### config.mk
export PLATFORM = sky130hd
export DESIGN_NAME = alu_ops_config_loader
export DESIGN_NICKNAME = d
export VERILOG_FILES = /design/src/logic/alu_cfg_pkg.sv /design/src/logic/alu_cfg_assembler.sv /design/src/logic/alu_cfg_fifo.sv /design/src/logic/alu_ops_config_loader.sv /design/src/logic/program_word_filter.sv
export SDC_FILE = /design/constraint.sdc
export NUM_CORES = 1
export LEC_CHECK = 0
export BUFFER_PORTS_ARGS = -buffer_cell sky130_fd_sc_hd__buf_2
export CAP_MARGIN = 40
export CORE_MARGIN = 4
export CORE_UTILIZATION = 56
export CTS_BUF_LIST = sky130_fd_sc_hd__clkbuf_4
export DETAILED_ROUTE_END_ITERATION = 6
export PLACE_DENSITY = 0.75
export SYNTH_ARGS = -nofsm -noshare
export SYNTH_HDL_FRONTEND = slang
export SYNTH_HIERARCHICAL = 1
export SYNTH_SLANG_ARGS = --single-unit
export TNS_END_PERCENT = 1
### constraint.sdc
create_clock -name ap_clk -period 8.8 [get_ports ap_clk]
set_clock_uncertainty 0.05 [all_clocks]
set_input_delay 0.88 -clock ap_clk [delete_from_list [all_inputs] [get_ports ap_clk]]
set_output_delay 0.88 -clock ap_clk [all_outputs]
set_load 0.01 [all_outputs]
### src/logic/alu_cfg_pkg.sv
// ALU configuration loader definitions
// widths, response commands, ALU operations and the configuration record

package alu_cfg_pkg;

// ----------------------------------------
// widths
// ----------------------------------------
localparam int DATA_W     = 32;
localparam int INDEX_W    = 8;
localparam int NUM_FIELDS = 4;
localparam int OPS_MASK_W = NUM_FIELDS * NUM_FIELDS;
localparam int ID_W       = 4;

// ----------------------------------------
// program window and buffering
// ----------------------------------------
// words per program run with the fields in the first five
localparam int SEQ_LEN        = 16;
localparam int CFG_FIFO_DEPTH = 16;

// response command codes
typedef enum logic [1:0] {
    CMD_INVALID,
    CMD_MEM_READ,
    CMD_MEM_WRITE,
    CMD_MEM_PROGRAM
} cmd_t;

// ALU operations understood by the engine
typedef enum logic [3:0] {
    NOP,
    ADD,
    SUB,
    MUL,
    ACC,
    DIV,
    GREATER,
    LESS,
    EQUAL,
    PASS
} alu_op_t;

// one finished configuration
typedef struct packed {
    alu_op_t                 operation;
    logic [NUM_FIELDS-1:0]   alu_mask;
    logic [NUM_FIELDS-1:0]   const_mask;
    logic [DATA_W-1:0]       const_value;
    logic [OPS_MASK_W-1:0]   ops_mask;
    logic [ID_W-1:0]         dest_module;
    logic [ID_W-1:0]         dest_engine;
} alu_cfg_t;

endpackage : alu_cfg_pkg

### src/logic/alu_cfg_assembler.sv
// ALU configuration assembler
// counts a run of program words and captures the configuration fields
// by their position in the run, then pushes the finished record

module alu_cfg_assembler (
    input  logic                           ap_clk,
    input  logic                           areset_alu_ops_generator,
    input  logic                           word_valid,
    input  logic                           word_is_start,
    input  logic [alu_cfg_pkg::DATA_W-1:0] word_data,
    output logic                           cfg_push,
    output alu_cfg_pkg::alu_cfg_t          cfg_push_data
);

localparam int POS_W = $clog2(alu_cfg_pkg::SEQ_LEN);
localparam logic [POS_W-1:0] LAST_POS = POS_W'(alu_cfg_pkg::SEQ_LEN - 1);

// bit slices of the field words
localparam int OP_W      = $bits(alu_cfg_pkg::alu_op_t);
localparam int MOD_LO    = alu_cfg_pkg::NUM_FIELDS;
localparam int MOD_HI    = MOD_LO + alu_cfg_pkg::ID_W - 1;
localparam int ENG_LO    = MOD_HI + 1;
localparam int ENG_HI    = ENG_LO + alu_cfg_pkg::ID_W - 1;

logic             run_active;
logic [POS_W-1:0] run_pos;
logic             take_word;
logic [POS_W-1:0] word_pos;
logic             last_word;

// ----------------------------------------
// run tracking
// ----------------------------------------
// idle only opens on the start index, an open run takes every word
assign take_word = word_valid & (run_active | word_is_start);
assign word_pos  = run_active ? run_pos : '0;
assign last_word = (word_pos == LAST_POS);

always_ff @(posedge ap_clk) begin
    if (areset_alu_ops_generator) begin
        run_active <= 1'b0;
        run_pos    <= '0;
        cfg_push   <= 1'b0;
    end else begin
        cfg_push <= 1'b0;
        if (take_word) begin
            if (last_word) begin
                run_active <= 1'b0;
                run_pos    <= '0;
                cfg_push   <= 1'b1;
            end else begin
                run_active <= 1'b1;
                run_pos    <= word_pos + 1'b1;
            end
        end
    end
end

// ----------------------------------------
// field capture
// ----------------------------------------
// words 5 and up are padding
always_ff @(posedge ap_clk) begin
    if (take_word) begin
        case (word_pos)
            POS_W'(0): begin
                cfg_push_data.operation <= alu_cfg_pkg::alu_op_t'(word_data[OP_W-1:0]);
            end
            POS_W'(1): begin
                cfg_push_data.alu_mask    <= word_data[alu_cfg_pkg::NUM_FIELDS-1:0];
                cfg_push_data.dest_module <= word_data[MOD_HI:MOD_LO];
                cfg_push_data.dest_engine <= word_data[ENG_HI:ENG_LO];
            end
            POS_W'(2): begin
                cfg_push_data.const_mask <= word_data[alu_cfg_pkg::NUM_FIELDS-1:0];
            end
            POS_W'(3): begin
                cfg_push_data.const_value <= word_data;
            end
            POS_W'(4): begin
                cfg_push_data.ops_mask <= word_data[alu_cfg_pkg::OPS_MASK_W-1:0];
            end
            default: ;
        endcase
    end
end

endmodule : alu_cfg_assembler

### src/logic/alu_cfg_fifo.sv
// configuration FIFO
// circular buffer of finished configurations with a registered read port,
// a read strobe returns the oldest entry one cycle later

module alu_cfg_fifo (
    input  logic                  ap_clk,
    input  logic                  areset_alu_ops_generator,
    input  logic                  push,
    input  alu_cfg_pkg::alu_cfg_t push_data,
    input  logic                  rd_en,
    output logic                  pop_valid,
    output alu_cfg_pkg::alu_cfg_t pop_data,
    output logic                  empty,
    output logic                  full
);

localparam int PTR_W = $clog2(alu_cfg_pkg::CFG_FIFO_DEPTH);

alu_cfg_pkg::alu_cfg_t mem [alu_cfg_pkg::CFG_FIFO_DEPTH];

// pointers carry one wrap bit above the address
logic [PTR_W:0] wr_ptr;
logic [PTR_W:0] rd_ptr;
logic           do_push;
logic           do_pop;

// ----------------------------------------
// status
// ----------------------------------------
assign empty = (wr_ptr == rd_ptr);
assign full  = (wr_ptr[PTR_W] != rd_ptr[PTR_W]) &&
               (wr_ptr[PTR_W-1:0] == rd_ptr[PTR_W-1:0]);

// push while full is lost, read while empty is ignored
assign do_push = push & ~full;
assign do_pop  = rd_en & ~empty;

// ----------------------------------------
// pointers and read strobe
// ----------------------------------------
always_ff @(posedge ap_clk) begin
    if (areset_alu_ops_generator) begin
        wr_ptr    <= '0;
        rd_ptr    <= '0;
        pop_valid <= 1'b0;
    end else begin
        pop_valid <= do_pop;
        if (do_push) begin
            wr_ptr <= wr_ptr + 1'b1;
        end
        if (do_pop) begin
            rd_ptr <= rd_ptr + 1'b1;
        end
    end
end

// ----------------------------------------
// storage
// ----------------------------------------
always_ff @(posedge ap_clk) begin
    if (do_push) begin
        mem[wr_ptr[PTR_W-1:0]] <= push_data;
    end
end

// data held until the next pop
always_ff @(posedge ap_clk) begin
    if (do_pop) begin
        pop_data <= mem[rd_ptr[PTR_W-1:0]];
    end
end

endmodule : alu_cfg_fifo

### src/logic/alu_ops_config_loader.sv
// ALU operation configuration loader
// filters program words from the memory response stream, assembles one
// configuration per run and buffers it for the consumer

module alu_ops_config_loader #(
    parameter int seq_base = 0
) (
    input  logic                            ap_clk,
    input  logic                            areset_alu_ops_generator,
    // memory response stream
    input  logic                            resp_valid,
    input  alu_cfg_pkg::cmd_t               resp_cmd,
    input  logic [alu_cfg_pkg::INDEX_W-1:0] resp_index,
    input  logic [alu_cfg_pkg::DATA_W-1:0]  resp_data,
    // configuration output
    input  logic                            cfg_rd_en,
    output logic                            cfg_valid,
    output alu_cfg_pkg::alu_cfg_t           cfg,
    output logic                            cfg_empty,
    output logic                            cfg_full
);

logic                           word_valid;
logic                           word_is_start;
logic [alu_cfg_pkg::DATA_W-1:0] word_data;
logic                           cfg_push;
alu_cfg_pkg::alu_cfg_t          cfg_push_data;

// ----------------------------------------
// input filter
// ----------------------------------------
program_word_filter #(
    .seq_base(seq_base)
) i_program_word_filter (
    .ap_clk                  (ap_clk),
    .areset_alu_ops_generator(areset_alu_ops_generator),
    .resp_valid              (resp_valid),
    .resp_cmd                (resp_cmd),
    .resp_index              (resp_index),
    .resp_data               (resp_data),
    .word_valid              (word_valid),
    .word_is_start           (word_is_start),
    .word_data               (word_data)
);

// ----------------------------------------
// run assembly
// ----------------------------------------
alu_cfg_assembler i_alu_cfg_assembler (
    .ap_clk                  (ap_clk),
    .areset_alu_ops_generator(areset_alu_ops_generator),
    .word_valid              (word_valid),
    .word_is_start           (word_is_start),
    .word_data               (word_data),
    .cfg_push                (cfg_push),
    .cfg_push_data           (cfg_push_data)
);

// ----------------------------------------
// output buffer
// ----------------------------------------
alu_cfg_fifo i_alu_cfg_fifo (
    .ap_clk                  (ap_clk),
    .areset_alu_ops_generator(areset_alu_ops_generator),
    .push                    (cfg_push),
    .push_data               (cfg_push_data),
    .rd_en                   (cfg_rd_en),
    .pop_valid               (cfg_valid),
    .pop_data                (cfg),
    .empty                   (cfg_empty),
    .full                    (cfg_full)
);

endmodule : alu_ops_config_loader

### src/logic/program_word_filter.sv
// program word filter
// registers the response stream and passes only memory program words
// whose sequence index falls inside this engine's window

module program_word_filter #(
    parameter int seq_base = 0
) (
    input  logic                            ap_clk,
    input  logic                            areset_alu_ops_generator,
    input  logic                            resp_valid,
    input  alu_cfg_pkg::cmd_t               resp_cmd,
    input  logic [alu_cfg_pkg::INDEX_W-1:0] resp_index,
    input  logic [alu_cfg_pkg::DATA_W-1:0]  resp_data,
    output logic                            word_valid,
    output logic                            word_is_start,
    output logic [alu_cfg_pkg::DATA_W-1:0]  word_data
);

// window bounds one bit wider so the top index cannot wrap
localparam logic [alu_cfg_pkg::INDEX_W:0] INDEX_MIN =
    (alu_cfg_pkg::INDEX_W + 1)'(seq_base);
localparam logic [alu_cfg_pkg::INDEX_W:0] INDEX_MAX =
    (alu_cfg_pkg::INDEX_W + 1)'(seq_base + alu_cfg_pkg::SEQ_LEN - 1);

logic                            resp_valid_reg;
alu_cfg_pkg::cmd_t               resp_cmd_reg;
logic [alu_cfg_pkg::INDEX_W-1:0] resp_index_reg;
logic [alu_cfg_pkg::INDEX_W:0]   index_ext;
logic                            is_program;
logic                            in_window;

// ----------------------------------------
// input registers
// ----------------------------------------
always_ff @(posedge ap_clk) begin
    if (areset_alu_ops_generator) begin
        resp_valid_reg <= 1'b0;
    end else begin
        resp_valid_reg <= resp_valid;
    end
end

always_ff @(posedge ap_clk) begin
    resp_cmd_reg   <= resp_cmd;
    resp_index_reg <= resp_index;
    word_data      <= resp_data;
end

// ----------------------------------------
// command and window check
// ----------------------------------------
assign index_ext     = {1'b0, resp_index_reg};
assign is_program    = (resp_cmd_reg == alu_cfg_pkg::CMD_MEM_PROGRAM);
assign in_window     = (index_ext >= INDEX_MIN) && (index_ext <= INDEX_MAX);
assign word_valid    = resp_valid_reg & is_program & in_window;
assign word_is_start = (index_ext == INDEX_MIN);

endmodule : program_word_filter

# --- After elaboration in Yosys (flattened, before gate mapping) ---
# Memories as Yosys holds them, arrays and structs flattened. A register that Yosys moved wholly into a read port is not among the register bits.
# Index checks and enable logic that the tools add are counted.
totals:
  reg_bits: 128
  ramBits: 1088
  memories: 1
memory_table:
  columns: ["memory", "depth", "width", "rd", "rd_ports_with_merged_regs", "wr", "line", "text"]
  rows:
  - ["i_alu_cfg_fifo.mem", 16, 68, 1, 1, 1, "alu_cfg_fifo.sv:19", "alu_cfg_pkg::alu_cfg_t mem [alu_cfg_pkg::CFG_FIFO_DEPTH];"]
op_classes:
  n_addsub: 3
  order_cmp: 2
  eq_ne: 9
  n_mux: 6
  bitwise_logic: 9
  n_reduce_logical: 10
op_table:
  columns: ["operator", "count"]
  rows:
  - ["5-bit by 1-bit adder with 5-bit output (second input constant)", 2]
  - ["2-bit AND reduction", 5]
  - ["9-bit logical NOT", 1]
  - ["4-bit by 2-bit equality test with 1-bit output (second input constant)", 2]
  - ["8-bit by 1-bit greater-or-equal comparator with 1-bit output (second input constant)", 1]
  - ["8-bit by 4-bit <= comparator with 1-bit output (second input constant)", 1]
  - ["4-bit two-way mux", 2]
  - ["1-bit bitwise AND", 5]
  - ["5-bit equality test", 1]
  - ["4-bit by 1-bit adder with 4-bit output (second input constant)", 1]
  - ["4-bit by 1-bit equality test with 1-bit output (second input constant)", 1]
  - ["4-bit by 3-bit equality test with 1-bit output (second input constant)", 1]
  - ["4-bit equality test", 1]
  - ["4-bit equality test (second input constant)", 1]
  - ["4-bit logical NOT", 1]
  - ["1-bit two-way mux", 4]
  - ["1-bit NOT", 3]
  - ["2-bit equality test (second input constant)", 1]
  - ["1-bit logical AND", 2]
  - ["2-bit OR reduction", 1]
  - ["1-bit != test", 1]
  - ["1-bit bitwise OR", 1]

# --- Longest topological paths before layout ---
depth:
  word_depth: 6
  depth_mapped: 7

# --- By module ---
# The synthesis kept the hierarchy.
by_module_without_submodules:
  columns: ["mod", "instances", "cells_per_inst", "area_per_inst_um2", "seq_area_each_um2"]
  rows:
  - ["alu_cfg_fifo", 1, 1676, 43716.9, 34933.5]
  - ["alu_cfg_assembler", 1, 113, 2393.5, 2162.1]
  - ["program_word_filter", 1, 48, 900.9, 860.8]

# --- Worst setup path after synthesis ---
# No wires, ideal clock.
synth_timing:
  path_type: "register to register"
  startpoint: "reg i_alu_cfg_fifo.rd_ptr[0]"
  endpoint: "mem i_alu_cfg_fifo/mem[3][0] in the netlist's numbering (enable)"
  arrival_ns: 5.734
  required_time_ns: 8.173
  slack_ns: 2.439
  path_stages_with_launch: 7
  n_path_buf: 2
  cell_sequence: "dfxtp_1 buf_6 buf_8 xnor2_1 nand4_1 o211ai_1 nor3_1"
synth_between:
  elab_chain_len: 6
synth_lines:
  columns: ["element", "line", "text"]
  rows:
  - ["start: declaration", "alu_cfg_fifo.sv:23", "logic [PTR_W:0] rd_ptr;"]
  - ["start signal: assignment", "alu_cfg_fifo.sv:52", "rd_ptr <= rd_ptr + 1'b1;"]
  - ["4-bit equality test", "alu_cfg_fifo.sv:32", "(wr_ptr[PTR_W-1:0] == rd_ptr[PTR_W-1:0]);"]
  - ["1-bit logical AND", "alu_cfg_fifo.sv:31", "assign full = (wr_ptr[PTR_W] != rd_ptr[PTR_W]) &&"]
  - ["1-bit NOT", "alu_cfg_fifo.sv:35", "assign do_push = push & ~full;"]
  - ["1-bit bitwise AND", "alu_cfg_fifo.sv:35", null]
  - ["1-bit two-way mux", "alu_cfg_fifo.sv:61", "if (do_push) begin"]
  - ["1-bit two-way mux (not written as such)", "alu_cfg_fifo.sv:62", "mem[wr_ptr[PTR_W-1:0]] <= push_data;"]
  - ["end: declaration", "alu_cfg_fifo.sv:19", null]
# Every way passes these cells.

# --- Worst setup path in the final report ---
layout_timing:
  startpoint: "reg i_alu_cfg_fifo.rd_ptr[0]"
  endpoint: "out cfg_full"
layout_between:
  elab_chain_len: 2
layout_lines:
  columns: ["element", "line", "text"]
  rows:
  - ["4-bit equality test", "alu_cfg_fifo.sv:32", null]
  - ["1-bit logical AND", "alu_cfg_fifo.sv:31", null]
  - ["end: declaration", "alu_ops_config_loader.sv:20", "output logic cfg_full"]
# Every way passes these cells.

==> metrics.cfg <==
[global_routing]
grt_pass1_wl_um=148000
grtUsageTotal=0.2285
antenna_found_initial=8
grt_pass1_vias=23250
overflow=0
grt_max_degree=61

[setup_path]
rrSetupSlack_ns=4.82
required_ns=7.87
r2r_end=i_alu_cfg_fifo/pop_data[31]
crit_arrival_ns=3.16
reg2reg_depth=6
crit_fanout=32
startpoint_type=register
timing.rr.start=i_alu_cfg_fifo/rd_ptr[0]
crit_path_cell_trace=buf_16 -> xnor2_1 -> nand4_1 -> nor2_1 -> buf_2
slowest_delay_ns=0.61
crit_path_end=cfg_full
cp_slowest_cell=dfxtp_4
critPathKind=reg2out
end_kind=output pin
crit_start=i_alu_cfg_fifo/rd_ptr[0]

[die]
coreArea_um2=82640
die_w_um=297.7
die_area_um2=88650
start_util=0.5689
die_y_um=297.7
io_pins=117
row_count=105

[place]
gp_congestion=0.7377
port_buffers=116
place_hpwl_um=52740
postPlaceCellArea_um2=49380

[timing]
finalMaxSlewViolations=0
max_freq_ghz=0.2447
fin_crit_sh=0.4645
period_needed_ns=4.087
tightest_slew_ns=0.9129
setup_viol=0
slew_headroom=0.3914
tns_ns=0
rsz0062_at_grt=false
final-hold-violation-count=0

[synthesis]
ys_types=45
synthesis.nets=1889
synthMuxAreaShare=0.1654
synth.cell_area_um2=47010
async_flop_share=0
syn_inst=1837
synth_most_common_cell=edfxtp_1
synthAdderAreaFrac=0.001597
synth-simple-area-share=0.008171
ys_ff_latch=1284
synthFlopType=edfxtp_1
synth_edf_count=1224
seq_area_frac_synth=0.8074
synth_top_family_by_area=multiplexers
syn-mean-instance-area_um2=25.59
synth_top_area_frac=0.7818
yosysTopAreaCell=edfxtp_1
synth_xor_area_frac=0.001118
synth_common_cells=1224 x edfxtp_1, 328 x mux4_2, 60 x dfxtp_1
yosys_warnings=6
synth_compound_gate_area_share=0.003806
ys_top_cells_by_area=edfxtp_1 78%, mux4_2 16%, dfxtp_1 2.6%, mux4_1 0.67%, buf_6 0.65%

[final_layout]
largest_reg_flops=1088
regArea_um2=37970
syn_to_final_growth_pct=14.17
nets=2359
multi_input_area_um2=8607
fill_cells=5196
final_area_um2=53670
drive_above_1_share=0.4026

[power]
ir_worst_vdd_v=0.0001279
comb_power_share=0.063
p_clk_frac=0.384
swShare=0.2144
p_int_mw=9.551
p_leak_nw=17.04
power_frac_seq=0.553
powerDensity_nw_per_um2=226.5
p_total_mw=12.16
p_switching_mw=2.607

[cts]
cts_tree=done
cts_made_buffers=328
clk_latency_ns=1.14
cts_resized=0
clkTransAtPathRegs_ns=0.07
clockBufferDepth=4
root_buffer=clkbuf_4
cts_max_level=5
cts.sinks=1284

[routing]
num_vias=21770
drt_wl_total_um=98770
met1_length_um=37120
dr.max_layer_used=met4
avgViaCountPerCell=6.052
firstDrtPassIters=5
drc_errors=0
dr_wl_met3_um=8532
dr_wl_met2_um=50920
drtIter0Drc=2379
ant_nets=0
wl_per_cell_um=27.46

[job]
drv_cap=0

[worst_hold_path]
min_path_type=in2reg

[outcome]
status=finished clean

[what timing repair did]
item                                   CTS  global route
buffers inserted                         0             0
endpoints found under the hold margin   45             0
hold buffers                            44             0
[final cells by class]
cell class              count  area share
clock buffers             452     0.06322
multi-input cells         459      0.1604
inverters                   8   0.0006061
repair buffers            226     0.03487
diodes                      6   0.0002797
clock inverters            92    0.008322
flip-flops and latches   1284      0.7074
well taps                1070     0.02494
[kinds of logic after synthesis]
family,after synthesis
flops,1284
xor+xnor,6
simple gates,74
fa+ha+maj,6
buf+inv,94
compound gates,26
mux,347
[routing by layer]
layer,GRT usage,vias up
met5,0,-
met4,0.08181,0
met3,0.05060,172
met2,0.3759,1122
met1,0.3076,11370
li1,-,9109
[how the worst min path moves through the flow]
| stage | from | endpoint | cells past startpoint |
|---|---|---|---|
| global route | areset_alu_ops_generator | i_program_word_filter/resp_valid_reg | 2 |
| CTS | areset_alu_ops_generator | i_alu_cfg_assembler/run_pos[1] | 2 |
| detailed placement | i_program_word_filter/word_data[18] | i_alu_cfg_assembler/cfg_push_data[42] | 0 |
| global placement | i_program_word_filter/word_data[17] | i_alu_cfg_assembler/cfg_push_data[41] | 0 |
| finish | areset_alu_ops_generator | i_program_word_filter/resp_valid_reg | 2 |
| floorplan | i_program_word_filter/word_data[16] | i_alu_cfg_assembler/cfg_push_data[40] | 0 |
[stage by stage]
stage / hold slack [ns] / setup slack (ns) / instances / utilization
after detailed placement: 0.3387 / 4.759 / 3003 / 0.5975
after CTS: 0.03849 / 4.602 / 3591 / 0.6493
after floorplan: 0.3355 / 2.439 / 1837 / -
after global routing: 0.07957 / 4.389 / 3596 / 0.6495
after global placement: 0.3359 / 4.278 / 2980 / 0.5911
final: 0.1233 / 4.713 / 3597 / 0.6495
[critical path, delay by kind of cell, from the launching register on]
family	cells	cell delay, ns
simple gates	2	0.72
xor+xnor	1	0.17
buf+inv	2	0.52
flops	1	0.61
[power by group through the flow]
stage / Clock, mW / Sequential, mW / Combinational [mW]
after floorplan: 0 / 6.84 / 0.596
after global placement: 0 / 6.88 / 0.702
after detailed placement: 0 / 6.86 / 0.763
after CTS: 4.81 / 6.73 / 0.780
after global routing: 5.18 / 6.72 / 0.819
final: 4.67 / 6.72 / 0.763
[cells in the final DEF, fill, tap and decap left out, types with 5 or more instances in the layout]
| master | synthesis | final |
|---|---|---|
| clkinv_1 | 0 | 69 |
| nor2_1 | 23 | 10 |
| dlygate4sd3_1 | 0 | 44 |
| nor2b_1 | 5 | 5 |
| inv_2 | 1 | 7 |
| buf_16 | 0 | 11 |
| mux4_1 | 12 | 12 |
| nand4_1 | 6 | 6 |
| clkbuf_4 | 0 | 452 |
| inv_1 | 7 | 7 |
| clkinv_2 | 0 | 11 |
| edfxtp_1 | 1224 | 1224 |
| nor2_4 | 0 | 13 |
| xnor2_1 | 5 | 5 |
| buf_4 | 2 | 43 |
| ha_1 | 6 | 6 |
| buf_12 | 0 | 11 |
| buf_2 | 10 | 117 |
| mux4_2 | 328 | 328 |
| diode_2 | 0 | 6 |
| nand2_1 | 13 | 13 |
| dfxtp_1 | 60 | 57 |
| o211ai_1 | 5 | 5 |
Note: power is estimated with default switching activity, not from simulation.
